$ cat src/source/dispatch_pkg.sv
package dispatch_pkg;

    // ==================================================================
    // Widths
    // ==================================================================
    localparam int LINE_W        = 256;              // One block line, one AXI beat
    localparam int EXP_W         = 8;                // One exponent
    localparam int EXPS_PER_LINE = LINE_W / EXP_W;   // 32 packed exponents per line
    localparam int DDR_LINE_W    = 26;               // DDR line address from a command
    localparam int TILE_ADDR_W   = 9;                // Tile write address

    // ==================================================================
    // AXI read constants
    // ==================================================================
    // Address layout {page[9], pad[2], line[26], byte[5]}
    localparam int             AXI_ADDR_W      = 42;
    localparam logic [7:0]     AXI_ID_DISPATCH = 8'hDC;
    localparam logic [2:0]     AXI_SIZE_32B    = 3'h5;   // 32 bytes per beat
    localparam logic [1:0]     AXI_BURST_INCR  = 2'b01;

    typedef logic [LINE_W-1:0] line_t;
    typedef logic [EXP_W-1:0]  exp_t;

    // AR payload
    typedef struct packed {
        logic [AXI_ADDR_W-1:0] addr;
        logic [7:0]            len;     // Beats minus one
        logic [2:0]            size;
        logic [1:0]            burst;
        logic [7:0]            id;
    } axi_ar_t;

    // R payload
    typedef struct packed {
        line_t data;
        logic  last;
    } axi_r_t;

    // Tile write port, one line per cycle
    typedef struct packed {
        logic                   en;
        logic [TILE_ADDR_W-1:0] addr;
        line_t                  man;
        exp_t                   exp;
    } tile_wr_t;

endpackage

$ cat src/source/tile_copier.sv
`timescale 1ns/1ps

module tile_copier #(
    parameter int BLOCK_MAN_LINES = 512
) (
    input  logic                                 i_clk,
    input  logic                                 i_reset_n,
    input  logic                                 i_start,
    input  logic [$clog2(BLOCK_MAN_LINES+1)-1:0] i_line_count,
    output logic [$clog2(BLOCK_MAN_LINES)-1:0]   o_rd_addr,
    input  dispatch_pkg::line_t                  i_man_rd_data,
    input  dispatch_pkg::exp_t                   i_exp_rd_data,
    output dispatch_pkg::tile_wr_t               o_tile_wr,
    output logic                                 o_done
);
    import dispatch_pkg::*;

    localparam int ADDR_W  = $clog2(BLOCK_MAN_LINES);
    localparam int COUNT_W = $clog2(BLOCK_MAN_LINES + 1);

    logic               busy;
    logic [COUNT_W-1:0] cnt;         // Next line to read
    logic [COUNT_W-1:0] count_q;     // Lines in this DISP
    logic               at_end;
    logic               rd_valid;
    logic               wr_en_q;     // Matches the buffer read latency
    logic [ADDR_W-1:0]  wr_addr_q;

    assign at_end    = (cnt == count_q);
    assign rd_valid  = busy && !at_end;
    assign o_rd_addr = ADDR_W'(cnt);   // Same address to both buffers
    assign o_done    = busy && at_end;   // With the last write, or alone for zero lines

    // ==================================================================
    // Copy counter
    // ==================================================================
    always_ff @(posedge i_clk) begin
        if (!i_reset_n) begin
            busy    <= 1'b0;
            cnt     <= '0;
            wr_en_q <= 1'b0;
        end else begin
            wr_en_q <= rd_valid;
            if (i_start) begin
                busy <= 1'b1;
                cnt  <= '0;
            end else if (busy) begin
                if (at_end) busy <= 1'b0;
                else        cnt  <= cnt + 1'b1;
            end
        end
    end

    always_ff @(posedge i_clk) begin
        if (i_start) count_q <= i_line_count;
        wr_addr_q <= o_rd_addr;
    end

    // Tile port, data straight from the buffer read ports
    always_comb begin
        o_tile_wr.en   = wr_en_q;
        o_tile_wr.addr = TILE_ADDR_W'(wr_addr_q);
        o_tile_wr.man  = i_man_rd_data;
        o_tile_wr.exp  = i_exp_rd_data;
    end

    // Command must stay inside the mantissa buffer
    a_count_range : assert property (@(posedge i_clk) disable iff (!i_reset_n)
        i_start |-> (int'(i_line_count) <= BLOCK_MAN_LINES));

endmodule

$ cat config.mk
export PLATFORM = sky130hd
export DESIGN_NAME = tile_copier
export DESIGN_NICKNAME = d
export VERILOG_FILES = /design/src/source/dispatch_pkg.sv /design/src/source/tile_copier.sv
export SDC_FILE = /design/constraint.sdc
export NUM_CORES = 1
export LEC_CHECK = 0
export ABC_AREA = 0
export BUFFER_PORTS_ARGS = -buffer_cell sky130_fd_sc_hd__buf_2
export CORE_AREA = 2 2 220 222
export DETAILED_ROUTE_END_ITERATION = 16
export DIE_AREA = 0 0 222 224
export GPL_TIMING_DRIVEN = 0
export PLACE_DENSITY_LB_ADDON = 0.2
export SLEW_MARGIN = 20
export SYNTH_ARGS = -nofsm -noshare
export SYNTH_HDL_FRONTEND = slang
export SYNTH_SLANG_ARGS = --single-unit
export TNS_END_PERCENT = 10
$ cat constraint.sdc
create_clock -name i_clk -period 3 [get_ports i_clk]
set_clock_uncertainty 0.2 [all_clocks]
set_input_delay 0.6 -clock i_clk [delete_from_list [all_inputs] [get_ports i_clk]]
set_output_delay 0.6 -clock i_clk [all_outputs]
set_load 0.01 [all_outputs]
==> reports/results.tsv <==
stage	metric	value	unit
detailed_routing	ant_nets	0	
detailed_routing	drc	0	
setup_path	r2r_cells	6	
pwr	powerDensity	286	nW/µm²
job	maxCapViolCount	0	
placement	place_ws	-51.8	ps
sta	fmax	361	MHz
detailed_routing	drt_wl_total	14700	µm
floorplanning	fp.dieH	224	µm
clock_network	cts_tree	built	
placement	gp_congestion	0.685	
sta	max_slew.worst_pin.slew	486	ps
clock_network	cts_sinks	31	
worst_hold_path	hold_start	cnt[7]	
synthesis	synthTopCellsByArea	buf_4, dfxtp_1, edfxtp_1, xnor2_1, or4_1	
setup_path	critPathLaunchType	flop	
synthesis	synth_cells	369	
synthesis	synth_seq_area_share	0.224	
detailed_routing	drt_iter0_markers	74	
setup_path	crit_chain	xnor2_1, nand4_1, nor4_4, buf_4, and2_1, buf_2	
worst_hold_path	holdPathStages	0	
layout	final_core_util	0.119	
synthesis	synth_top_area_cell	buf_4	
setup_path	r2r_end	cnt[9]	
floorplanning	fp.dieW	222	µm
sta	holdWs	230	ps
synthesis	yosysUniqueCellTypes	27	
floorplanning	coreArea	47300	µm²
setup_path	reg2reg_from	cnt[8]	
floorplanning	initial_core_util	0.0680	
sta	rsz0062_at_grt	false	
layout	drive_gt1_frac	0.868	
setup_path	crit_arrival	1970	ps
floorplanning	rows	80	
detailed_routing	top_layer	met5	
layout	area_delta_synth_final	75.2	%
layout	final_net_count	951	
worst_hold_path	min_to	wr_addr_q[7]	
setup_path	crit_type	flop to output pin	
detailed_routing	wl_per_cell	11.4	µm
sta	fin_ws	227	ps
synthesis	ys_ff_latch	31	
run_status	status	finished, final reports clean	
sta	hold_violations	0	
setup_path	path_max_fanout	10	
placement	portBuffers	296	
setup_path	cp-end-kind	output pin	
sta	maxSlewViolCount	0	
setup_path	slowest_stage	dfxtp_2	
clock_network	cts_root_buffer	clkbuf_16	
setup_path	crit_buf_inv	2	
sta	period_share	0.924	
setup_path	slowest_delay	440	ps
clock_network	clk_pin_slew	60	ps
floorplanning	dieArea	49700	µm²
grt	overflow	0	
worst_hold_path	holdCritPathClass	flop to flop	
sta	slew_headroom	0.676	
detailed_routing	wl_met1	4830	µm
detailed_routing	firstDrtPassIters	4	
clock_network	clk_latency	310	ps
synthesis	netlist_area	3220	µm²
clock_network	cts_buffer_depth	2	
grt	grtUsageTotal	0.0533	
setup_path	cp.required	2200	ps
setup_path	critical_path.top_delay_family	simple AND/OR/NAND/NOR gates	
layout	layout_common_cells	buf_2, buf_4, dfxtp_1	
pwr	ir_drop	0.000265	V
detailed_routing	vias_per_cell	2.46	
grt	grt_max_degree	14	
synthesis	yosys_warnings	0	
placement	dp_hpwl	13000	µm
detailed_routing	dr_wl_met3	1380	µm
detailed_routing	via_count	3177	
grt	grt_antenna_before_repair	4	
grt	grt_pass1_vias	2988	
clock_network	htreeDepth	2	
placement	dp_cells	1280	
grt	grt_first_pass_wirelength	19100	µm
sta	setup_violations	0	
layout	fin_cells	1290	
synthesis	syn_nets	647	
detailed_routing	dr_wl_met2	8120	µm
setup_path	rrSetupSlack	940	ps
clock_network	numCtsBuffers	5	
synthesis	syn_avg_cell_area	8.72	µm²
layout	final_common_cell	buf_2	
synthesis	yosysTopAreaCellShare	0.641	
sta	finalCriticalPeriod	2770	ps
floorplanning	pin_count	561	
sta	finalSetupTns	0	ps
pwr	leakage	0.00300	µW
-- stage by stage --
| stage | area [µm²] | power, µW |
|---|---|---|
| after global routing | 5640 | 1710 |
| after global placement | 5470 | 1070 |
| after CTS | 5630 | 1680 |
| after detailed placement | 5470 | 1070 |
| after floorplan | 3220 | 849 |
| final | 5640 | 1610 |
-- worst max-delay path by stage --
stage	start	cells after the start	slack, ps	endpoint
after global routing	cnt[6]	6	30	o_done
after floorplan	cnt[2]	5	770	o_done
final	cnt[6]	6	230	o_done
after CTS	cnt[7]	6	1	o_done
after detailed placement	cnt[5]	6	-50	o_done
after global placement	cnt[5]	6	-60	o_done
-- final cells by class --
class / instances / area (µm²)
timing repair buffer: 297 / 1490
clock inverter: 3 / 23.8
sequential: 31 / 731
clock buffer: 5 / 125
fill: 5499 / 41700
buffer: 276 / 2070
tap: 615 / 769
inverter: 2 / 7.51
multi-input combinational: 60 / 423
antenna: 1 / 2.50
-- what timing repair did --
action | 4_1_cts | 5_1_grt
cloned | 0 | 0
hold buffers | 0 | 0
pin swaps | 1 | 1
endpoints found under the setup margin | 1 | 1
setup buffers | 1 | 0
resized for setup | 3 | 3
endpoints found under the hold margin | 0 | 0
-- logic make-up (layout without fill, tap and decap cells) --
family	after synthesis	count (layout)	share of synthesized area
and+or+nand+nor	32	32	0.0614
muxes	2	2	0.00622
xor gates and xnor gates	10	10	0.0272
AOI/OAI and AO/OA	15	15	0.0326
other	0	1	0
DFF	31	31	0.224
buffers and inverters	278	583	0.645
adders and majority gates	1	1	0.00389
-- sequential cells by signal (all words and copies together) (netlist names) --
signal and count:
wr_en_q 1, busy 1, count_q 10, wr_addr_q 9, cnt 10
-- Yosys cell counts --
cell        n
a21oi_1     3
and2_1      2
and3_1      2
buf_4     275
clkbuf_1    1
dfxtp_1    21
edfxtp_1   10
ha_1        1
inv_1       2
mux2i_1     2
nand2_1     6
nand2b_1    4
nand3_1     5
nand4_1     4
nor2b_1     2
nor3_1      1
nor4_4      1
o211ai_1    3
o21a_1      3
o21ai_1     1
o311ai_0    1
o31ai_1     3
o41ai_1     1
or3_1       1
or4_1       4
xnor2_1     8
xor2_1      2
-- power breakdown --
group | leakage, µW | switching (µW) | internal, µW
sequential | 0.000270 | 8.08 | 447
clock | 0.0000664 | 253 | 311
combinational | 0.00266 | 237 | 355
total | 0.00300 | 498 | 1110
-- routing by layer --
layer  global-route usage  vias to the layer above
met5                    0                        -
met4               0.0244                        2
met3               0.0180                       19
met2                0.102                      264
met1               0.0515                     1383
li1                     -                     1509
(Power assumes the default switching activity.)
