File: src/source/dispatch_pkg.sv
package dispatch_pkg;

    // ==================================================================
    // Widths
    // ==================================================================
    localparam int LINE_W        = 256;              // One block line, one AXI beat
    localparam int EXP_W         = 8;                // One exponent
    localparam int EXPS_PER_LINE = LINE_W / EXP_W;   // 32 packed exponents per line
    localparam int DDR_LINE_W    = 26;               // DDR line address from a command
    localparam int TILE_ADDR_W   = 9;                // Tile write address

    // ==================================================================
    // AXI read constants
    // ==================================================================
    // Address layout {page[9], pad[2], line[26], byte[5]}
    localparam int             AXI_ADDR_W      = 42;
    localparam logic [7:0]     AXI_ID_DISPATCH = 8'hDC;
    localparam logic [2:0]     AXI_SIZE_32B    = 3'h5;   // 32 bytes per beat
    localparam logic [1:0]     AXI_BURST_INCR  = 2'b01;

    typedef logic [LINE_W-1:0] line_t;
    typedef logic [EXP_W-1:0]  exp_t;

    // AR payload
    typedef struct packed {
        logic [AXI_ADDR_W-1:0] addr;
        logic [7:0]            len;     // Beats minus one
        logic [2:0]            size;
        logic [1:0]            burst;
        logic [7:0]            id;
    } axi_ar_t;

    // R payload
    typedef struct packed {
        line_t data;
        logic  last;
    } axi_r_t;

    // Tile write port, one line per cycle
    typedef struct packed {
        logic                   en;
        logic [TILE_ADDR_W-1:0] addr;
        line_t                  man;
        exp_t                   exp;
    } tile_wr_t;

endpackage

File: src/source/exp_unpacker.sv
`timescale 1ns/1ps

module exp_unpacker #(
    parameter int BLOCK_EXP_LINES = 16,
    parameter int BLOCK_MAN_LINES = 512
) (
    input  logic                               i_clk,
    input  logic                               i_reset_n,
    input  logic                               i_start,
    output logic [$clog2(BLOCK_EXP_LINES)-1:0] o_packed_rd_addr,
    input  dispatch_pkg::line_t                i_packed_rd_data,
    output logic                               o_exp_wr_en,
    output logic [$clog2(BLOCK_MAN_LINES)-1:0] o_exp_wr_addr,
    output dispatch_pkg::exp_t                 o_exp_wr_data,
    output logic                               o_done
);
    import dispatch_pkg::*;

    localparam int PACKED_ADDR_W = $clog2(BLOCK_EXP_LINES);
    localparam int IDX_W         = $clog2(BLOCK_MAN_LINES);
    localparam int SEL_W         = $clog2(EXPS_PER_LINE);   // Byte lane select

    logic             busy;
    logic [IDX_W-1:0] idx;        // Entry being read
    logic             wr_en_q;    // Read data valid
    logic [IDX_W-1:0] wr_idx_q;   // Entry whose packed line is on the read port
    logic [SEL_W-1:0] sel;

    // Packed line holding entry idx
    assign o_packed_rd_addr = PACKED_ADDR_W'(idx >> SEL_W);

    always_ff @(posedge i_clk) begin
        if (!i_reset_n) begin
            busy    <= 1'b0;
            idx     <= '0;
            wr_en_q <= 1'b0;
        end else begin
            wr_en_q <= busy;
            if (i_start) begin
                busy <= 1'b1;
                idx  <= '0;
            end else if (busy) begin
                idx <= idx + 1'b1;
                if (idx == IDX_W'(BLOCK_MAN_LINES - 1)) busy <= 1'b0;   // Last entry read
            end
        end
    end

    always_ff @(posedge i_clk) begin
        wr_idx_q <= idx;   // Follows the read latency
    end

    assign sel           = wr_idx_q[SEL_W-1:0];
    assign o_exp_wr_en   = wr_en_q;
    assign o_exp_wr_addr = wr_idx_q;
    assign o_exp_wr_data = i_packed_rd_data[EXP_W*sel +: EXP_W];   // Byte i mod 32
    assign o_done        = wr_en_q && (wr_idx_q == IDX_W'(BLOCK_MAN_LINES - 1));

endmodule

File: config.mk
export PLATFORM = sky130hd
export DESIGN_NAME = exp_unpacker
export DESIGN_NICKNAME = d
export VERILOG_FILES = /design/src/source/dispatch_pkg.sv /design/src/source/exp_unpacker.sv
export SDC_FILE = /design/constraint.sdc
export NUM_CORES = 1
export LEC_CHECK = 0
export ABC_CLOCK_PERIOD_IN_PS = 2300
export BUFFER_PORTS_ARGS = -buffer_cell sky130_fd_sc_hd__buf_2
export CAP_MARGIN = 20
export CORE_AREA = 2 2 110 112
export DETAILED_ROUTE_END_ITERATION = 6
export DIE_AREA = 0 0 112 114
export GPL_TIMING_DRIVEN = 0
export PLACE_DENSITY = 0.55
export SYNTH_ARGS = -nofsm -noshare
export SYNTH_HDL_FRONTEND = slang
export SYNTH_SLANG_ARGS = --single-unit
File: constraint.sdc
create_clock -name i_clk -period 2.3 [get_ports i_clk]
set_clock_uncertainty 0.05 [all_clocks]
set_input_delay 0.115 -clock i_clk [delete_from_list [all_inputs] [get_ports i_clk]]
set_output_delay 0.115 -clock i_clk [all_outputs]
set_load 0.01 [all_outputs]
==> impl_results.md <==
* HPWL reported at the end of detailed placement at 11,800 um
* Share of post-route cells with drive strength above 1 at ~73%
* Setup slack at placement at -47.5 ps
* Number of distinct library cell variants in the gate-level netlist after synthesis at 30
* Yosys warning count at 0
* Worst Setup End Kind: primary output
* Final net count at about 780
* TritonRoute pass-1 iters at 4
* Max Cap Violations at 0
* Global-route total usage across every layer at about a fifth
* Combinational cell fraction of total power at a little over two fifths
* Total power consumption of the routed design at 1.22 mW
* Number of placed I/O pins at between 200 and 300
* Placed cell area at 4280 um2
* CTS tree: built
* Total negative slack for setup checks at 0 ps
* Run status: complete, no violations
* Average wire per standard cell at just over 20 um
* Hold-fix buffers, CTS at 0
* Overflow left after global routing at 0
* Cell Int Power at approximately 0.9 mW
* CTS max path bufs at 2
* Worst setup path category: reg2out
* Skew-Pair Late Insertion Delay at between 200 and 300 ps
* Net switching component of the power at about 0.31 mW
* Maximum cell stage delay along the critical path at roughly 560 ps
* Final WS setup at 85.1 ps
* Global placement routability congestion at 1.04
* Sink count of the clock tree at 20
* Arrival time at the worst endpoint at 2050 ps
* Switch share at 25.6%
* Number of antenna violations at the first check in global routing at 2
* Multi-input gate area at between 2000 and 2500 um2
* Syn Nets at 490
* Number of enable flip-flop cells after synthesis at 0
* Post-route core utilization at about two fifths
* Total power divided by cell area at 270 nW/um2
* Slew at the pin closest to its max-slew limit at 389 ps
* PortBufs at between 200 and 300
* Commonest register cell after synthesis: sky130_fd_sc_hd__dfxtp_1
* Site Rows at 40
* Final cycle utilization of the critical path at 96.3%
* Detailed-route DRC error count at 0
* Post-route cell area at 4520 um2
* Maximum number of pins on one net before global-route repair at 11
* Via count of the first global-routing pass at 3,578
* Delay-heaviest family, CP: multiplexers
* Core Region at 11,700 um2
* Headroom to the max-slew limit at 74.0%
* Hold Vio Cnt, Final at 0
* CTS Root Buffer Type: sky130_fd_sc_hd__clkbuf_16
* Type of origin of the critical path: flip-flop
* Number of max-slew violations in the final report at 0
* Number of routed nets with antenna violations at 0
* Setup repair after global routing missed its margin: true
* Die X-Extent at 112 um
* Part of the power in the clock network at 28.0%
* Fmax at 0.451 GHz
* Die Y at 114 um
* Clock transition at the register clock pins on the worst setup and hold paths after CTS at 50 ps
* Via count normalized by instance count at 5.02
* FILL cells at 1,188
* Sequential cell area at 402 um2
* Maximum ir drop on the vdd rail at 0.000182 V
* Post-Synthesis Mean Instance Area at 11.8 um2
* Final-report setup violation count at 0
* Slowest stage cell, crit path: sky130_fd_sc_hd__mux4_2
* Async set-reset flop share out of synthesis at 0%
* Critical Path Fanout Max at 10
* H-tree levels at 1
* Synthesized cell area at 2690 um2
* Portion of the post-synthesis area used by sequential elements at 14.9%
* Drt initial violations at 124
* Initial core utilization at between 20% and 30%
* Total Die Area at between 10,000 and 15,000 um2
* Clock buffers created by TritonCTS at 3
* Reported leakage power at around 2.0 nW
* Routed wire length at 13,600 um
* Cell count after synthesis at roughly 230
* Number of buffers and inverters on the critical path at 3
* Minimum period implied by the final worst setup slack at 2210 ps
* Detailed-route via count at 3,325
* Series of cell instances along the critical path: buf_12, buf_6, mux4_2, a21oi_1, a22oi_1, buf_2
* Global-route wire length before repair at 20,000 um
* Layout area overhead at 68.0%
* Worst hold path type: in2reg
* Data required, critical path at approximately 2100 ps
* Flop pwr share at 29.0%
* Number of register bits inferred by synthesis at 20
-- layout by cell type, fill, tap and decap left out, types with 6 or more instances in the layout --
cell type	count
sky130_fd_sc_hd__buf_2	286
sky130_fd_sc_hd__mux4_2	48
sky130_fd_sc_hd__mux2i_1	32
sky130_fd_sc_hd__a22oi_1	20
sky130_fd_sc_hd__dfxtp_1	19
sky130_fd_sc_hd__a21oi_1	10
sky130_fd_sc_hd__o221ai_1	8
sky130_fd_sc_hd__o22ai_1	8
sky130_fd_sc_hd__nor2_1	7
sky130_fd_sc_hd__buf_4	6
-- metrics by stage --
stage / std cells / hold WS, ps
2_1_floorplan: 229 / 183
3_3_place_gp: 657 / 294
3_5_place_dp: 657 / 293
4_1_cts: 661 / 40.1
5_1_grt: 662 / 54.4
6_report: 663 / 41.2
-- area by class of cell --
| cell class | count | area share [%] |
|---|---|---|
| Buffer | 30 | 5.98 |
| Multi-Input combinational cell | 179 | 48.0 |
| Tap cell | 147 | 4.07 |
| Clock buffer | 3 | 1.66 |
| Sequential cell | 20 | 8.88 |
| Antenna cell | 2 | 0.111 |
| Timing Repair Buffer | 282 | 31.3 |
-- power groups by stage --
stage,sequential (mW),clock [mW],combinational (mW)
after global placement,0.361,0,0.499
after detailed placement,0.361,0,0.508
after global routing,0.355,0.365,0.566
after floorplan,0.362,0,0.230
final,0.354,0.342,0.525
after CTS,0.354,0.354,0.521
-- cell usage after synthesis, types with 3 or more instances --
| cell type | count | area, um2 |
|---|---|---|
| sky130_fd_sc_hd__a211oi_1 | 7 | 52.6 |
| sky130_fd_sc_hd__a21oi_1 | 11 | 55.1 |
| sky130_fd_sc_hd__a22oi_1 | 24 | 180 |
| sky130_fd_sc_hd__buf_2 | 8 | 40.0 |
| sky130_fd_sc_hd__buf_4 | 6 | 45.0 |
| sky130_fd_sc_hd__buf_6 | 6 | 67.6 |
| sky130_fd_sc_hd__clkbuf_1 | 6 | 22.5 |
| sky130_fd_sc_hd__dfxtp_1 | 20 | 400 |
| sky130_fd_sc_hd__mux2i_1 | 34 | 340 |
| sky130_fd_sc_hd__mux4_2 | 48 | 1080 |
| sky130_fd_sc_hd__nand2_1 | 3 | 11.3 |
| sky130_fd_sc_hd__nand3_1 | 3 | 15.0 |
| sky130_fd_sc_hd__nand4_1 | 4 | 25.0 |
| sky130_fd_sc_hd__nor2_1 | 8 | 30.0 |
| sky130_fd_sc_hd__nor2b_1 | 3 | 18.8 |
| sky130_fd_sc_hd__o21ai_0 | 3 | 15.0 |
| sky130_fd_sc_hd__o221ai_1 | 8 | 70.1 |
| sky130_fd_sc_hd__o22ai_1 | 8 | 50.1 |
| sky130_fd_sc_hd__or3_1 | 3 | 18.8 |
| sky130_fd_sc_hd__xor2_1 | 3 | 26.3 |
-- flip-flops by register name, indices dropped and copies added (netlist names) --
signal / count
o_exp_wr_en: 1
o_exp_wr_addr: 9
busy: 1
idx: 9
-- what timing repair did --
| item | 4_1_cts | 5_1_grt |
|---|---|---|
| gates resized for setup | 18 | 19 |
| endpoints found under the hold margin | 0 | 0 |
| setup buffers | 1 | 0 |
| cloned | 0 | 0 |
| setup endpoints to repair | 8 | 8 |
| pin swaps | 3 | 4 |
-- cell families (layout without fill, tap and decap cells) --
logic type / count (synthesis) / after routing / synth area share (%)
other: 0 / 2 / 0
buffers and inverters: 30 / 315 / 8.28
adders and majority gates: 2 / 2 / 0.930
DFF: 20 / 20 / 14.9
and+or+nand+nor: 28 / 28 / 5.35
AOI/OAI and AO/OA: 63 / 63 / 16.5
xor gates and xnor gates: 4 / 4 / 1.30
muxes: 82 / 82 / 52.8
-- metal layers --
metal,wire (um),vias to the layer above,track usage [%]
met2,6960,157,37.7
met1,5410,1597,25.1
met3,1040,19,4.14
met4,204,0,4.07
met5,0,-,0
li1,-,1552,-
-- final timing paths --
check	start	endpoint	slack (ps)	depth (start not counted)
setup / recovery	o_exp_wr_addr[0]$_DFF_P_	o_exp_wr_data[0]	90	6
hold reg to reg	idx[1]$_SDFFE_PP0P_	o_exp_wr_addr[1]$_DFF_P_	340	0
hold / removal	i_start	busy$_SDFF_PN0_	40	2
setup reg to reg	idx[0]$_SDFFE_PP0P_	idx[6]$_SDFFE_PP0P_	900	4
Power figures use the tool's default switching activity.
