[config.mk]
export PLATFORM = sky130hd
export DESIGN_NAME = block_buffer
export DESIGN_NICKNAME = d
export VERILOG_FILES = /design/src/source/block_buffer.sv
export SDC_FILE = /design/constraint.sdc
export NUM_CORES = 1
export LEC_CHECK = 0
export BUFFER_PORTS_ARGS = -buffer_cell sky130_fd_sc_hd__buf_4
export CAP_MARGIN = 0
export CORE_MARGIN = 10
export CORE_UTILIZATION = 45
export CTS_BUF_LIST = sky130_fd_sc_hd__clkbuf_4 sky130_fd_sc_hd__clkbuf_8
export CTS_CLUSTER_DIAMETER = 150
export DETAILED_ROUTE_END_ITERATION = 8
export SLEW_MARGIN = 5
export SYNTH_ARGS = -nofsm -noshare
export SYNTH_HDL_FRONTEND = slang
export SYNTH_SLANG_ARGS = --single-unit
[constraint.sdc]
create_clock -name i_clk -period 2.72 [get_ports i_clk]
set_input_delay 0.408 -clock i_clk [delete_from_list [all_inputs] [get_ports i_clk]]
set_output_delay 0.408 -clock i_clk [all_outputs]
set_load 0.005 [all_outputs]
[src/source/block_buffer.sv]
`timescale 1ns/1ps

module block_buffer #(
    parameter type T     = logic,
    parameter int  DEPTH = 512
) (
    input  logic                     i_clk,
    input  logic                     i_wr_en,
    input  logic [$clog2(DEPTH)-1:0] i_wr_addr,
    input  T                         i_wr_data,
    input  logic [$clog2(DEPTH)-1:0] i_rd_addr,
    output T                         o_rd_data
);

    T mem [DEPTH];   // Maps to block RAM

    // Write port
    always_ff @(posedge i_clk) begin
        if (i_wr_en) begin
            mem[i_wr_addr] <= i_wr_data;
        end
    end

    // Registered read, data one cycle after the address
    always_ff @(posedge i_clk) begin
        o_rd_data <= mem[i_rd_addr];
    end

    // Writer address counters stay inside the buffer
    a_wr_addr_range : assert property (@(posedge i_clk)
        i_wr_en |-> (int'(i_wr_addr) < DEPTH));

endmodule

==> results.md, run 1 <==
- Status: finished clean
- Setup violations, final: 0
- Core area: 50,000 µm²
- Met2 WL: 27,500 µm
- RSZ-0062 raised after global routing: false
- CP startpoint: mem[209]
- Worst rel slew slack: 55.6%
- Flops & latches, synth: 513
- Min Tclk post-route: 2.16 ns
- First-pass DRT Iterations: 6
- Syn_nets: 1,636
- First-pass GRT wire length: 87,000 µm
- Layout cells sized above 1: 16.2%
- CTS tree: built
- Total negative slack: 0 ns
- Post-Route M1 WL: 23,900 µm
- P_leak: 7.82 nW
- Post-synth EDFFs: 512
- Die ar.: 59,600 µm²
- Main flop type after synthesis: edfxtp_1
- Hold_sp: i_wr_data
- # DRC: 0
- Worst Path Arrival: 2.69 ns
- Area of the multi-input gates: 6410 µm²
- P&R area growth vs syn: 11.2%
- FF-to-FF Start: mem[209]
- Fin. max-slew vios: 0
- DRT iter0 DRCs: 1,263
- Num CTS Buffers: 85
- Crit Path Category: reg2reg
- Gate Count Post-Synth: 1,615
- Post-DR vias/cell: 5.83
- CTS Buffer Depth: 3
- I/O pins: 22
- Number of global-route vias before repair: 14,130
- Hold Crit Class: in2reg
- CTS root buffer: clkbuf_8
- Cts hold-fix bufs: 0
- GRT Util Overall: 19.3%
- Dpl hpwl: 30,300 µm
- Uppermost layer routed: met4
- Skew-Pair Late Insertion Delay: 0.67 ns
- Crit share post-route: 79.2%
- Final-stage net count: 1,676
- Post_cts resized: 0
- Most common cell after layout, fill and taps aside: nor2_1
- Htree depth: 3
- CP cell instances: mux4_1 > mux4_2 > nand2_1 > o311ai_1 > o211ai_1 > a221o_1 > nand4_1
- Cell variety after synth: 43
- YS warnings: 0
- Register area: 15,400 µm²
- Largest net degree at the start of global routing: 141
- Syn avg cell area: 14.0 µm²
- Sequential area share after synthesis: 68.1%
- Clock Pin Slew Worst Setup and Hold Paths: 0.06 ns
- Fillers: 4,316
- Met3 Wirelength: 4610 µm
- DR WL/cell: 24.2 µm
- Critical path endpoint category: flop
- Peak VDD IR: 512 µV
- Fmax: 0.464 GHz
- Mapped Area: 22,600 µm²
- Routed WL: 57,600 µm
- Die H: 244 µm
- Final Hold Vio Count: 0
- TritonCTS sink count: 513
- Slowest-stage cell, CP: mux4_1
- Total design power: 16.0 mW
- PwrDens: 638 nW/µm²
- CP peak stage delay: 0.52 ns
- Maximum net fanout on the critical path: 1
- Routed vias: 13,898
- Initial antenna violation count: 0
- Port bufs: 21
- Final ANT Viol Nets: 0
- Die Width: 244 µm
- Clock Skew: 0.0189 ns
- Worst-margin pin slew: 0.666 ns
- Total gr overflow: 0
- CP Launch Type: flop
- Crit path required time: 3.25 ns
- Ys async rst share: 0%
- Setup bufs post-CTS: 0
- Commonest cells after routing, fill and taps aside: nor2_1, edfxtp_1, mux2i_1
- Gp weighted congestion: 0.784
- Cell row count: 82
- Initial Utilization: 45.2%
- # Max-Cap Violations: 0
-- final timing paths --
check,end,slack (ns),depth (start not counted)
worst max-delay path,o_rd_data,0.56,7
worst min-delay path,mem[380],0.18,1
worst max register to register,o_rd_data,0.56,7
worst min register to register,o_rd_data,1.19,6
-- cell usage after synthesis, types with 2 or more instances --
| library cell | number | share of area, % |
|---|---|---|
| nor2_1 | 532 | 8.8 |
| nand4_1 | 2 | 0.055 |
| nor3_1 | 4 | 0.089 |
| nand3_1 | 7 | 0.15 |
| nor4_1 | 4 | 0.11 |
| a2111o_1 | 3 | 0.15 |
| nor2b_1 | 6 | 0.17 |
| mux4_2 | 51 | 5.1 |
| mux4_1 | 21 | 2.4 |
| buf_6 | 9 | 0.45 |
| mux2i_1 | 116 | 5.1 |
| inv_1 | 3 | 0.050 |
| nor3b_1 | 5 | 0.17 |
| buf_8 | 6 | 0.40 |
| buf_1 | 12 | 0.20 |
| o22ai_1 | 26 | 0.72 |
| and3b_1 | 2 | 0.077 |
| buf_12 | 8 | 0.71 |
| o31ai_1 | 2 | 0.066 |
| clkinv_1 | 2 | 0.033 |
| and2_1 | 2 | 0.055 |
| o21ai_0 | 8 | 0.18 |
| a21oi_1 | 35 | 0.77 |
| edfxtp_1 | 512 | 68 |
| o211ai_1 | 7 | 0.23 |
| o221ai_1 | 54 | 2.1 |
| and3_1 | 2 | 0.055 |
| nand2_1 | 58 | 0.96 |
| clkbuf_1 | 81 | 1.3 |
| buf_2 | 19 | 0.42 |
| o221ai_2 | 4 | 0.27 |
-- critical path, delay by kind of cell (launching register included) --
kind / cells / cell delay [ns]
AO/OA/AOI/OAI: 3 / 0.45
flip-flops: 1 / 0.37
multiplexers: 2 / 1.04
AND/OR/NAND/NOR: 2 / 0.18
-- layer usage --
metal	up-vias	track usage, %
met5	-	0
met4	0	6.79
met3	114	4.41
met2	561	31.2
met1	7145	25.4
li1	6078	-
-- sequential cells by signal, summed over array words and instances, names as in the netlist --
register	flops
o_rd_data	1
mem	512
-- power by group --
part           switching [mW]  internal [mW]
clock network            2.96           3.39
logic                   0.642          0.334
registers             0.00580           8.71
-- kinds of logic (layout without fill, tap and decap cells) --
| kind of cell | after synthesis | count (layout) | share of synthesized area (%) |
|---|---|---|---|
| other | 0 | 1 | 0 |
| multiplexers | 188 | 188 | 12.7 |
| flip-flops | 513 | 513 | 68.1 |
| AND/OR/NAND/NOR | 627 | 627 | 10.8 |
| buffers and inverters | 142 | 238 | 3.67 |
| AO/OA/AOI/OAI | 145 | 145 | 4.74 |
-- cell type report --
type | count | area share [%]
flip-flops and latches | 513 | 61.2
multi-input cells | 960 | 25.5
clock buffers | 119 | 5.74
repair buffers | 90 | 3.64
well taps | 672 | 3.35
clock inverters | 24 | 0.438
inverters | 5 | 0.0747
diodes | 1 | 0.00996
-- stage by stage --
stage / utilization (%) / setup slack (ns) / instance area (µm²) / instances / hold WS [ns]
6_report: 50.3 / 0.564 / 25100 / 2384 / 0.176
4_1_cts: 50.3 / 0.553 / 25100 / 2383 / 0.138
2_1_floorplan: - / 0.539 / 22600 / 1615 / 0.507
3_3_place_gp: 47.2 / 0.102 / 23600 / 2240 / 0.857
3_5_place_dp: 47.2 / 0.0724 / 23600 / 2240 / 0.859
5_1_grt: 50.3 / 0.451 / 25100 / 2383 / 0.163
No activity file was read; power rests on OpenSTA's default activity.
==> run 2, diff against run 1 <==
Settings changed: ABC_AREA set to 1.
Clock period 2.72 ns to 1.8 ns, I/O delays scaled along.
==> run 2 against run 1 <==
Clock power grew 64%. Combinational power up 95%. Via count up 26%. Sequential share of layout area fell by 4.3 points. Global-route usage up 2.3 points. Power grew 59%. Worst hold slack worse by 0.089 ns. Highest routed layer unchanged. Register-to-register slack got worse by 0.35 ns. Sequential cell count is the same. Utilization up 2.5 points. First-iteration DRC count rose by 60%.
==> results.md, run 2 <==
- Fin. max-slew vios: 0 (unchanged)
- Area post-placement: 25,300 µm² (was 23,600 µm²)
- TritonCTS sink count: 513 (unchanged)
- FF-to-FF Start: mem[411] (was mem[209])
- CP peak stage delay: 0.37 ns (was 0.52 ns)
- Core area: 51,200 µm² (was 50,000 µm²)
- YS warnings: 0 (unchanged)
- CTS root buffer: clkbuf_8 (unchanged)
- CP cell instances: nand2_1 > nand3_1 > nand3_1 > nand3_1 > nand3_1 > nand3_1 > nand2_1 > nand2_1 > nand3_1 > nand2_1 > nand2_1 > nand2_1 (was mux4_1 > mux4_2 > nand2_1 > o311ai_1 > o211ai_1 > a221o_1 > nand4_1)
- Number of global-route vias before repair: 17,015 (was 14,130)
- Routed WL: 66,500 µm (was 57,600 µm)
- P_leak: 9.48 nW (was 7.82 nW)
- CTS Buffer Depth: 3 (unchanged)
- FF-to-FF End: o_rd_data (unchanged)
- Post-DR vias/cell: 5.49 (was 5.83)
- Mapped Area: 23,300 µm² (was 22,600 µm²)
- Worst path bufs/invs: 0 (unchanged)
- Crit share post-route: 88.1% (was 79.2%)
- CP Launch Type: flop (unchanged)
- Synth top area share: 66.1% (was 68.0%)
- Ys async rst share: 0% (unchanged)
- First-pass GRT wire length: 100,000 µm (was 87,000 µm)
- Internal power: 19.4 mW (was 12.4 mW)
- Hold Crit Class: in2reg (unchanged)
- Most frequent cells after synthesis: nand2_1, nor2_1, edfxtp_1, nand3_1, clkbuf_1 (was nor2_1, edfxtp_1, mux2i_1, clkbuf_1, nand2_1)
- Top flop regs: mem (512), o_rd_data (1) (unchanged)
- Post_cts resized: 0 (unchanged)
- Crit Path Category: reg2reg (unchanged)
- PwrDens: 942 nW/µm² (was 638 nW/µm²)
- CP delay by family, top: simple AND/OR/NAND/NOR gates (was multiplexers)
- Total design power: 25.5 mW (was 16.0 mW)
- Initial antenna violation count: 1 (was 0)
- Slowest-stage cell, CP: edfxtp_1 (was mux4_1)
- Cell variety after synth: 15 (was 43)
- Die ar.: 61,200 µm² (was 59,600 µm²)
- Clock Pin Slew Worst Setup and Hold Paths: 0.06 ns (about the same)
- Total gr overflow: 0 (unchanged)
- Clock Skew: 0.0274 ns (was 0.0189 ns)
- Worst-margin pin slew: 0.520 ns (was 0.666 ns)
- Min-Delay Endpoint: o_rd_data (was mem[380])
- I/O pins: 22 (unchanged)
- Dpl hpwl: 35,800 µm (was 30,300 µm)
- Htree depth: 3 (unchanged)
- CTS tree: built (unchanged)
- Worst rel slew slack: 65.2% (was 55.6%)
- GRT Util Overall: 21.7% (was 19.3%)
- P&R area growth vs syn: 16.4% (was 11.2%)
- Maximum net fanout on the critical path: 1 (unchanged)
- Gp weighted congestion: 0.822 (was 0.784)
- First-pass DRT Iterations: 5 (was 6)
- Initial Utilization: 45.4% (was 45.2%)
- Fmax: 0.631 GHz (was 0.464 GHz)
- Max reg flops: 512 (unchanged)
- Crit path required time: 2.37 ns (was 3.25 ns)
- Routed vias: 17,523 (was 13,898)
- Min Tclk post-route: 1.59 ns (was 2.16 ns)
- # DRC: 0 (unchanged)
- Post-route insts no fill: 3,189 (was 2,384)
- Fin area: 27,100 µm² (was 25,100 µm²)
- Fillers: 4,611 (was 4,316)
- Layout cells sized above 1: 13.6% (was 16.2%)
- Commonest cells after routing, fill and taps aside: nand2_1, nor2_1, edfxtp_1 (was nor2_1, edfxtp_1, mux2i_1)
- WHS: 0.0870 ns (was 0.176 ns)
- RSZ-0062 raised after global routing: false (unchanged)
- Register area: 15,400 µm² (unchanged)
- Critical path endpoint category: flop (unchanged)
- Final Hold Vio Count: 0 (unchanged)
- Skew-Pair Late Insertion Delay: 0.68 ns (was 0.67 ns)
- Setup violations, final: 0 (unchanged)
- Final-stage net count: 2,455 (was 1,676)
- Cell row count: 83 (was 82)
- Hold_sp: i_rd_addr[6] (was i_wr_data)
- Most common cell in the netlist: nand2_1 (was nor2_1)
- Sw frac: 23.8% (was 22.5%)
- Worst Hold Path Cells: 6 (was 1)
- Status: finished clean (unchanged)
- Sequential area share after synthesis: 66.2% (was 68.1%)
- Reg2reg setup slack: 0.21 ns (was 0.56 ns)
- Final ANT Viol Nets: 0 (unchanged)
- FF-to-FF path depth: 12 (was 7)
- Peak VDD IR: 452 µV (was 512 µV)
- Cell taking the most area after synthesis: edfxtp_1 (unchanged)
- Gate Count Post-Synth: 2,354 (was 1,615)
- Worst Path Arrival: 2.16 ns (was 2.69 ns)
- # Max-Cap Violations: 0 (unchanged)
- Clock power share: 40.9% (was 39.6%)
- Num CTS Buffers: 87 (was 85)
- Dpl cells: 3,022 (was 2,240)
- Total negative slack: 0 ns (unchanged)
- Sequential power share: 51.7% (was 54.3%)
- Die Width: 247 µm (was 244 µm)
- DRT iter0 DRCs: 2,015 (was 1,263)
- Area of the multi-input gates: 6740 µm² (was 6410 µm²)
- Largest Register: mem (unchanged)
- Combinational cell fraction of total power: 7.5% (was 6.1%)
- Flops & latches, synth: 513 (unchanged)
- P_sw: 6.06 mW (was 3.61 mW)
- DR WL/cell: 20.9 µm (was 24.2 µm)
- Port bufs: 21 (unchanged)
- Post-synth EDFFs: 512 (unchanged)
- Syn_nets: 2,375 (was 1,636)
- Die H: 247 µm (was 244 µm)
- Main flop type after synthesis: edfxtp_1 (unchanged)
- Synth area leaders: edfxtp_1, nand3_1, nand2_1, nor2_1, buf_2 (was edfxtp_1, nor2_1, mux2i_1, mux4_2, mux4_1)
- Syn avg cell area: 9.88 µm² (was 14.0 µm²)
- Largest net degree at the start of global routing: 116 (was 141)
- Most common cell after layout, fill and taps aside: nand2_1 (was nor2_1)
## run 2: final cells by class
cell class | count | share of cell area (%)
Sequential cell | 513 | 56.9
Multi-Input combinational cell | 1614 | 24.9
Timing Repair Buffer | 179 | 8.10
Clock buffer | 126 | 5.51
Tap cell | 680 | 3.14
Clock inverter | 36 | 0.860
Inverter | 39 | 0.578
Antenna cell | 2 | 0.0185
## run 2: how the worst max path moves through the flow
stage	from	to	slack, ns	cells after the start
global route	mem[459]	o_rd_data	0.14	12
detailed placement	i_rd_addr[1]	o_rd_data	-0.33	15
finish	mem[411]	o_rd_data	0.21	12
CTS	o_rd_data	o_rd_data	0.21	1
global placement	i_rd_addr[1]	o_rd_data	-0.33	15
floorplan	i_wr_addr[4]	mem[212]	0.30	7
## run 2: power groups by stage
| stage | clock network (mW) | logic [mW] | registers, mW |
|---|---|---|---|
| floorplan | 0 | 0.960 | 13.4 |
| detailed placement | 0 | 1.88 | 13.4 |
| global route | 11.1 | 2.05 | 13.2 |
| finish | 10.4 | 1.90 | 13.2 |
| global placement | 0 | 1.86 | 13.4 |
| CTS | 10.6 | 1.89 | 13.2 |
## run 2: kinds of logic (layout without fill, tap and decap cells)
logic type,Yosys count,after routing,synth area share [%]
buf+inv,227,380,4.99
flops,513,513,66.2
other cells,0,2,0
simple gates,1614,1614,28.8
## run 2: timing repair
item	in CTS	in global routing
buffers inserted	0	0
endpoints found under the hold margin	27	0
hold buffers	3	0
## run 2: worst min-delay path: stages
cell and delay (ns):
buf_4 0.15, nand2_1 0.08, nand3_1 0.06, nand2_1 0.06, nand2_1 0.05, nand2_1 0.06
## run 2: through the flow
step	utilization (%)	setup WS, ns
4_1_cts	52.8	0.214
3_5_place_dp	49.4	-0.332
2_1_floorplan	-	0.301
5_1_grt	52.8	0.136
6_report	52.8	0.214
3_3_place_gp	49.4	-0.330
## run 2: metal layers
layer	track usage, %	vias to the layer above	wire length, µm
met3	3.42	141	4690
met5	0	-	0
met1	27.9	8580	27700
li1	-	8121	-
met2	35.5	681	31700
met4	9.95	0	2460
