## config.mk

```make
export PLATFORM = sky130hd
export DESIGN_NAME = ddr_burst_reader
export DESIGN_NICKNAME = d
export VERILOG_FILES = /design/src/source/dispatch_pkg.sv /design/src/source/ddr_burst_reader.sv
export SDC_FILE = /design/constraint.sdc
export NUM_CORES = 1
export LEC_CHECK = 0
export ABC_CLOCK_PERIOD_IN_PS = 25900
export BUFFER_PORTS_ARGS = -buffer_cell sky130_fd_sc_hd__buf_2
export CORE_AREA = 2 2 242 244
export CTS_CLUSTER_DIAMETER = 80
export CTS_CLUSTER_SIZE = 24
export DETAILED_ROUTE_END_ITERATION = 8
export DIE_AREA = 0 0 244 246
export GPL_TIMING_DRIVEN = 1
export PLACE_DENSITY = 0.41
export SYNTH_ARGS = -nofsm -noshare
export SYNTH_HDL_FRONTEND = slang
export SYNTH_SLANG_ARGS = --single-unit
```

## constraint.sdc

```tcl
create_clock -name i_clk -period 25.9 [get_ports i_clk]
set_clock_uncertainty 0.1 [all_clocks]
set_input_delay 3.885 -clock i_clk [delete_from_list [all_inputs] [get_ports i_clk]]
set_output_delay 3.885 -clock i_clk [all_outputs]
set_load 0.1 [all_outputs]
```

## src/source/dispatch_pkg.sv

```systemverilog
package dispatch_pkg;

    // ==================================================================
    // Widths
    // ==================================================================
    localparam int LINE_W        = 256;              // One block line, one AXI beat
    localparam int EXP_W         = 8;                // One exponent
    localparam int EXPS_PER_LINE = LINE_W / EXP_W;   // 32 packed exponents per line
    localparam int DDR_LINE_W    = 26;               // DDR line address from a command
    localparam int TILE_ADDR_W   = 9;                // Tile write address

    // ==================================================================
    // AXI read constants
    // ==================================================================
    // Address layout {page[9], pad[2], line[26], byte[5]}
    localparam int             AXI_ADDR_W      = 42;
    localparam logic [7:0]     AXI_ID_DISPATCH = 8'hDC;
    localparam logic [2:0]     AXI_SIZE_32B    = 3'h5;   // 32 bytes per beat
    localparam logic [1:0]     AXI_BURST_INCR  = 2'b01;

    typedef logic [LINE_W-1:0] line_t;
    typedef logic [EXP_W-1:0]  exp_t;

    // AR payload
    typedef struct packed {
        logic [AXI_ADDR_W-1:0] addr;
        logic [7:0]            len;     // Beats minus one
        logic [2:0]            size;
        logic [1:0]            burst;
        logic [7:0]            id;
    } axi_ar_t;

    // R payload
    typedef struct packed {
        line_t data;
        logic  last;
    } axi_r_t;

    // Tile write port, one line per cycle
    typedef struct packed {
        logic                   en;
        logic [TILE_ADDR_W-1:0] addr;
        line_t                  man;
        exp_t                   exp;
    } tile_wr_t;

endpackage

```

## src/source/ddr_burst_reader.sv

```systemverilog
`timescale 1ns/1ps

module ddr_burst_reader #(
    parameter int         BLOCK_EXP_LINES = 16,
    parameter int         BLOCK_MAN_LINES = 512,
    parameter int         BURST_BEATS     = 16,
    parameter logic [8:0] GDDR6_PAGE_ID   = 9'd2
) (
    input  logic                                 i_clk,
    input  logic                                 i_reset_n,
    input  logic                                 i_start,
    input  logic [dispatch_pkg::DDR_LINE_W-1:0]  i_base_line,    // Held by the top during fetch
    output dispatch_pkg::axi_ar_t                o_axi_ar,
    output logic                                 o_axi_arvalid,
    input  logic                                 i_axi_arready,
    input  dispatch_pkg::axi_r_t                 i_axi_r,
    input  logic                                 i_axi_rvalid,
    output logic                                 o_axi_rready,
    output logic                                 o_exp_wr_en,
    output logic [$clog2(BLOCK_EXP_LINES)-1:0]   o_exp_wr_addr,
    output logic                                 o_man_wr_en,
    output logic [$clog2(BLOCK_MAN_LINES)-1:0]   o_man_wr_addr,
    output dispatch_pkg::line_t                  o_wr_data,
    output logic                                 o_exp_ready,
    output logic                                 o_done
);
    import dispatch_pkg::*;

    localparam int TOTAL_LINES = BLOCK_EXP_LINES + BLOCK_MAN_LINES;
    localparam int CNT_W       = $clog2(TOTAL_LINES);
    localparam int EXP_ADDR_W  = $clog2(BLOCK_EXP_LINES);
    localparam int MAN_ADDR_W  = $clog2(BLOCK_MAN_LINES);

    typedef enum logic [1:0] {ST_IDLE, ST_REQ, ST_RECV} state_t;

    state_t           state;
    logic [CNT_W-1:0] line_cnt;   // Line within the block, also the burst offset
    logic             rd_fire;
    logic             in_exp;     // Current beat belongs to the packed exponent lines

    assign rd_fire       = i_axi_rvalid && o_axi_rready;
    assign in_exp        = line_cnt < CNT_W'(BLOCK_EXP_LINES);
    assign o_axi_arvalid = (state == ST_REQ);
    assign o_axi_rready  = (state == ST_RECV);

    // AR payload, line_cnt holds still while in ST_REQ
    always_comb begin
        o_axi_ar.addr  = {GDDR6_PAGE_ID, 2'b00, i_base_line + DDR_LINE_W'(line_cnt), 5'b0};
        o_axi_ar.len   = 8'(BURST_BEATS - 1);
        o_axi_ar.size  = AXI_SIZE_32B;
        o_axi_ar.burst = AXI_BURST_INCR;
        o_axi_ar.id    = AXI_ID_DISPATCH;
    end

    // ==================================================================
    // Burst FSM and line counter
    // ==================================================================
    always_ff @(posedge i_clk) begin
        if (!i_reset_n) begin
            state       <= ST_IDLE;
            line_cnt    <= '0;
            o_exp_wr_en <= 1'b0;
            o_man_wr_en <= 1'b0;
            o_exp_ready <= 1'b0;
            o_done      <= 1'b0;
        end else begin
            o_exp_wr_en <= rd_fire && in_exp;
            o_man_wr_en <= rd_fire && !in_exp;
            o_exp_ready <= rd_fire && (line_cnt == CNT_W'(BLOCK_EXP_LINES - 1));
            o_done      <= 1'b0;
            case (state)
                ST_IDLE: if (i_start) begin
                    line_cnt <= '0;
                    state    <= ST_REQ;
                end
                ST_REQ: if (i_axi_arready) state <= ST_RECV;   // AR accepted
                ST_RECV: if (i_axi_rvalid) begin
                    line_cnt <= line_cnt + 1'b1;
                    if (i_axi_r.last) begin
                        if (line_cnt == CNT_W'(TOTAL_LINES - 1)) begin
                            state  <= ST_IDLE;   // Whole block in
                            o_done <= 1'b1;
                        end else begin
                            state <= ST_REQ;     // Next burst
                        end
                    end
                end
                default: state <= ST_IDLE;
            endcase
        end
    end

    // Buffer write payload, split by phase
    always_ff @(posedge i_clk) begin
        if (rd_fire) begin
            o_exp_wr_addr <= EXP_ADDR_W'(line_cnt);
            o_man_wr_addr <= MAN_ADDR_W'(line_cnt - CNT_W'(BLOCK_EXP_LINES));
            o_wr_data     <= i_axi_r.data;
        end
    end

    // ==================================================================
    // AXI checks
    // ==================================================================
    a_ar_hold : assert property (@(posedge i_clk) disable iff (!i_reset_n)
        o_axi_arvalid && !i_axi_arready |=> o_axi_arvalid && $stable(o_axi_ar));

    // Responder must end each burst on beat BURST_BEATS
    a_rlast_beat : assert property (@(posedge i_clk) disable iff (!i_reset_n)
        rd_fire |-> (i_axi_r.last == ((line_cnt % BURST_BEATS) == BURST_BEATS - 1)));

endmodule

```

==> flow_summary.yaml, run 1 <==
outcome:
  status: "finished, final reports clean"
timing:
  min_period_over_period_pct: 40.86
  relSlewSlack_pct: 25.14
  rsz0062_at_grt: "no"
  final.setup.tns_ns: 0
  hold_violations: 0
  slew_violations: 0
  fmax_mhz: 94.48
  period_needed_ns: 10.58
  worstMarginPinSlew_ns: 1.123
  setup_viol: 0
floorplan:
  die_w_um: 244
  initial_core_util_pct: 17.31
  rows: 88
  die_area_um2: 60020
  io_pins: 626
  design.core.area_um2: 57370
  die_h_um: 246
worst_setup_path:
  cp-startpoint: "i_base_line[0]"
  crit_cells: 10
  crit-reg2reg-launch: "state[1]"
  endpoint: "o_axi_ar[36]"
  path_max_fanout: 10
  reg2regPathDepth: 3
  r2r_setup_slack_ns: 22.96
  cp-start-kind: "input pin"
  rr_endpoint: "o_wr_data[150]"
  cp.arrival_ns: 6.60
  crit_type: "input pin to primary output"
  cp_top_family: "compound AO/OA/AOI/OAI gates"
  critPathMostFrequentCell: "buf_2"
  crit_chain: "buf_2, ha_1, inv_1, fa_1, nor2b_1, o2111ai_1, a31oi_2, nor2_1, o311ai_0, buf_2"
  end_kind: "primary output"
  path_buf_inv: 3
  crit_required_ns: 21.92
  max_stage_delay_ns: 0.56
  crit_path_top_delay_cell: "a31oi_2"
clock_network:
  cts_buffers: 24
  cts_tree: "built"
  cts.sinks: 281
  post_cts_resized: 0
  cts_setup_buffers: 0
  htreeDepth: 1
  clockRootBuffer: "clkbuf_16"
  cts_hold_buffers: 0
  clkLatencyLatePin_ns: 0.55
  cts.path.max_buffers: 3
  clk_pin_slew_ns: 0.08
yosys:
  synth_top_family_by_area: "simple AND/OR/NAND/NOR gates"
  synthTopCellsByArea: "edfxtp_1 (80%), dfxtp_1 (3.2%), buf_4 (3.1%)"
  syn_inst: 523
  syn-cell-area_um2: 9931
  yosysTopAreaCell: "edfxtp_1"
  synth_area_per_cell_um2: 18.99
  synthXorXnorAreaFrac_pct: 2.822
  ys_types: 47
  synth_edf_count: 265
  muxShareOfSynthArea_pct: 0.2016
  synth_fa_ha_area_share_pct: 1.965
  synthFlopType: "edfxtp_1"
  synth_compound_area_share_pct: 3.062
  yosys.area_share.simple_pct: 4.687
  ys_ff_latch: 281
  synth_top_area_share_pct: 80.13
  ys_seq_area_share_pct: 83.36
  yosysWarnings: 0
  synth-async-reset-ratio_pct: 0
route:
  vias: 6887
  wl_per_cell_um: 19.77
  dr.first_iter.drc_count: 334
  wirelength_um: 37840
  via_per_inst: 3.598
  antenna_left: 0
  drc: 0
  dr.pass1.iters: 4
placed_design:
  port_buffers: 588
  hpwl_um: 30380
  gp_congestion: 0.8013
grt:
  grt-ovfl-total: 0
  antenna_found_initial: 16
  grt_first_pass_wirelength_um: 50310
  grt_pass1_vias: 6612
  grtUsageTotal_pct: 11.66
  grt_max_degree: 150
final_layout:
  utilization_pct: 25.38
  area_growth_pct: 46.60
  fin_nets: 1432
  drive_gt1_share_pct: 55.50
power:
  leakage_nw: 5.891
  cellPowerDensity_nw_per_um2: 71.63
  power_w: 0.001043
  worst_ir_drop_vdd_uv: 41.04
min_path:
  holdCritPathClass: "flop to flop"
run:
  drv_cap: 0
## state kept, by name (all words and copies together), names as in the netlist
signal / flops
line_cnt: 10
o_done: 1
o_exp_ready: 1
o_exp_wr_addr: 3
o_exp_wr_en: 1
o_man_wr_addr: 6
o_man_wr_en: 1
o_wr_data: 256
state: 2
## cell usage after synthesis, types with 2 or more instances
cell type and n:
dfxtp_1 16, and3_1 4, clkbuf_1 3, xor2_1 15, nor3_1 9, and2_1 3, nor2b_1 8, nor2_1 21
o21ai_0 4, edfxtp_1 265, ha_1 14, nor4b_1 2, conb_1 2, buf_4 41, mux2i_1 2, a31oi_1 4
xnor2_1 17, a41oi_1 3, a21o_1 2, o21a_1 2, nand4_1 6, nand2_1 15, a211oi_1 4, inv_1 15
nand2b_1 4, nor4_1 4, nand3_1 11, a21oi_1 8
## worst min-delay path by stage
stage / slack (ns) / end / cells after the start / start
finish: 0.47 / o_exp_ready / 1 / line_cnt[9]
global route: 0.48 / o_exp_wr_addr[2] / 0 / line_cnt[2]
CTS: 0.47 / o_exp_wr_addr[1] / 0 / line_cnt[1]
detailed placement: 0.46 / o_exp_ready / 1 / line_cnt[9]
global placement: 0.45 / o_exp_ready / 1 / line_cnt[9]
floorplan: 0.36 / o_exp_ready / 1 / line_cnt[9]
## power by group
part / leakage [nW] / internal [W] / switching (W) / total, W
sequential: 2.51 / 0.000504 / 0.00000197 / 0.000506
combinational: 2.96 / 0.0000237 / 0.000107 / 0.000130
clock: 0.423 / 0.000197 / 0.000209 / 0.000406
## stage by stage
stage          worst slack, ns  cell area [µm²]  hold slack [ns]  std cells
6_report                 15.32            14560           0.4659       1914
5_1_grt                  14.92            14560           0.4829       1913
4_1_cts                  15.21            14550           0.4689       1911
3_5_place_dp             15.23            13670           0.4583       1868
3_3_place_gp             15.29            13670           0.4453       1868
2_1_floorplan            13.22            10060           0.3649        558
## kinds of logic after synthesis
kind of cell | after synthesis
flip-flops | 281
AND/OR/NAND/NOR | 91
buffers and inverters | 60
AO/OA/AOI/OAI | 40
XOR/XNOR | 32
adder cells (fa/ha/maj) | 15
other | 2
multiplexers | 2
## metal layers
metal / global-route usage, % / share of wire, % / up-vias
met4: 3.838 / 2.9 / 20
li1: - / - / 3132
met3: 4.749 / 9.7 / 71
met2: 21.44 / 53 / 326
met5: 0 / 0.34 / -
met1: 11.96 / 34 / 3338
## layout make-up
class	instances	area, µm²
sequential	281	8278
multi-input combinational	217	1406
clock buffer	26	629.4
inverter	15	56.30
clock inverter	17	254.0
fill	6081	42810
tap	765	957.2
timing repair buffer	590	2970
antenna	3	7.507
## cells in the final DEF (no fill, tap or decap), types with 4 or more instances in the layout
cell type and count:
nor2b_1 8, a211oi_1 4, edfxtp_1 265, dfxtp_1 16, nand4_1 6, conb_1 37, a31oi_1 4, o21ai_0 4
xnor2_1 17, inv_1 15, ha_1 14, a21oi_1 8, nor2_1 21, inv_16 6, nand2b_1 4, nor3_1 9
clkbuf_16 25, nand2_1 15, and3_1 4, nor4_1 4, buf_2 588, nand3_1 11, xor2_1 15
## worst register-to-register path, cell delays in order (launching register included)
cell and delay, ns:
dfxtp_1 0.41, nor2b_1 0.42, and2_4 0.76, buf_12 0.47
Power figures use the tool's default switching activity.
==> inputs of run 2 (changes only) <==
==> config.mk (replaced) <==
export PLATFORM = sky130hd
export DESIGN_NAME = ddr_burst_reader
export DESIGN_NICKNAME = d
export VERILOG_FILES = /design/src/source/dispatch_pkg.sv /design/src/source/ddr_burst_reader.sv
export SDC_FILE = /design/constraint.sdc
export NUM_CORES = 1
export LEC_CHECK = 0
export ABC_CLOCK_PERIOD_IN_PS = 10800
export BUFFER_PORTS_ARGS = -buffer_cell sky130_fd_sc_hd__buf_2
export CORE_AREA = 2 2 240 242
export CTS_CLUSTER_DIAMETER = 80
export CTS_CLUSTER_SIZE = 24
export DETAILED_ROUTE_END_ITERATION = 8
export DIE_AREA = 0 0 242 244
export GPL_TIMING_DRIVEN = 1
export PLACE_DENSITY = 0.42
export SYNTH_ARGS = -nofsm -noshare
export SYNTH_HDL_FRONTEND = slang
export SYNTH_SLANG_ARGS = --single-unit
==> constraint.sdc (replaced) <==
create_clock -name i_clk -period 10.8 [get_ports i_clk]
set_clock_uncertainty 0.1 [all_clocks]
set_input_delay 1.62 -clock i_clk [delete_from_list [all_inputs] [get_ports i_clk]]
set_output_delay 1.62 -clock i_clk [all_outputs]
set_load 0.1 [all_outputs]
==> flow_summary.yaml, run 2 (synthesized netlist as in run 1, its figures left out) <==
clock_network:
  post_cts_resized: 0
  clkLatencyLatePin_ns: 0.54
  htreeDepth: 1
  cts.path.max_buffers: 3
  cts.sinks: 281
  cts_setup_buffers: 0
  cts_hold_buffers: 0
  clk_pin_slew_ns: 0.09
  cts_tree: "built"
  cts_buffers: 23
  clockRootBuffer: "clkbuf_16"
final_layout:
  drive_gt1_share_pct: 55.46
  area_growth_pct: 45.91
  final_cell_mix: "buf_2 (588), edfxtp_1 (265), conb_1 (37), clkbuf_16 (23), nor2_1 (21)"
  final_common_cell: "buf_2"
  largestRegisters: "o_wr_data (256), line_cnt (10), o_man_wr_addr (6)"
  nFillCells: 5938
  largest_register_ffs: 256
  multiInputGateArea_um2: 1406
  top_register: "o_wr_data"
  ff_latch_area_um2: 8278
  layout.cells.non_filler: 1905
  final_area_um2: 14490
  fin_nets: 1432
route:
  wirelength_um: 36780
  wl_per_cell_um: 19.31
  dr.pass1.iters: 4
  antenna_left: 0
  dr.first_iter.drc_count: 343
  vias: 6849
  via_per_inst: 3.595
  drc: 0
power:
  worst_ir_drop_vdd_uv: 88.25
  leakage_nw: 5.861
  cellPowerDensity_nw_per_um2: 167.8
grt:
  grt_first_pass_wirelength_um: 49860
  grtUsageTotal_pct: 11.68
  grt-ovfl-total: 0
  grt_pass1_vias: 6743
  antenna_found_initial: 17
  grt_max_degree: 75
outcome:
  status: "finished, final reports clean"
worst_setup_path:
  crit_chain: "buf_2, ha_1, inv_1, fa_1, nor2b_1, o2111ai_1, a31oi_2, nor2_1, o311ai_0, buf_2"
  path_buf_inv: 3
  crit_path_top_delay_cell: "a31oi_2"
  path_max_fanout: 10
  cp_top_family: "compound AO/OA/AOI/OAI gates"
  end_kind: "primary output"
  cp-start-kind: "input pin"
  max_stage_delay_ns: 0.54
  crit_type: "input pin to primary output"
  critPathMostFrequentCell: "buf_2"
  cp.arrival_ns: 4.35
  r2r_setup_slack_ns: 7.04
  crit_required_ns: 9.08
floorplan:
  rows: 87
  die_w_um: 242
  io_pins: 626
  die_area_um2: 59050
  initial_core_util_pct: 17.68
  die_h_um: 244
  design.core.area_um2: 56170
placed_design:
  hpwl_um: 29600
  dp.cells: 1860
  gp_congestion: 0.8078
  port_buffers: 588
  place_area_um2: 13650
  place_ws_ns: 4.804
timing:
  slew_violations: 0
  rsz0062_at_grt: "no"
  period_needed_ns: 6.065
  holdWs_ns: 0.4622
  worstMarginPinSlew_ns: 0.9613
  relSlewSlack_pct: 35.92
  hold_violations: 0
  setup_viol: 0
  final.setup.tns_ns: 0
  min_period_over_period_pct: 56.16
  finalWorstSetupSlack_ns: 4.735
  fmax_mhz: 164.9
min_path:
  holdCritPathClass: "flop to flop"
run:
  drv_cap: 0
==> run 2: power breakdown <==
| part | switching [W] | total (W) | internal (W) |
|---|---|---|---|
| clock network | 0.000473 | 0.000904 | 0.000431 |
| registers | 0.00000487 | 0.00121 | 0.00121 |
| logic | 0.000256 | 0.000313 | 0.0000568 |
| total | 0.000734 | 0.00243 | 0.00170 |
==> run 2: layout make-up <==
class | count | share of cell area, %
tap | 756 | 6.528
sequential | 281 | 57.13
timing repair buffer | 591 | 20.46
clock inverter | 17 | 1.718
clock buffer | 24 | 3.998
inverter | 15 | 0.3886
antenna | 4 | 0.06908
multi-input combinational | 217 | 9.706
==> run 2: final timing paths <==
check,start,endpoint,cells after the start
setup reg to reg,state[1],o_wr_data[90],4
hold / removal,line_cnt[1],o_exp_wr_addr[1],0
hold reg to reg,line_cnt[1],o_exp_wr_addr[1],0
setup / recovery,i_base_line[0],o_axi_ar[36],10
==> run 2: metal layers <==
layer	up-vias	wire [µm]	track usage, %
met5	-	125	0
met1	3308	12890	12.33
met3	58	3751	4.840
li1	3128	-	-
met4	18	615	2.415
met2	337	19400	21.69
==> run 2: through the flow <==
step / power, W / util, %
2_1_floorplan: 0.001485 / -
3_3_place_gp: 0.001553 / 24.31
3_5_place_dp: 0.001554 / 24.31
4_1_cts: 0.002481 / 25.78
5_1_grt: 0.002525 / 25.78
6_report: 0.002432 / 25.80
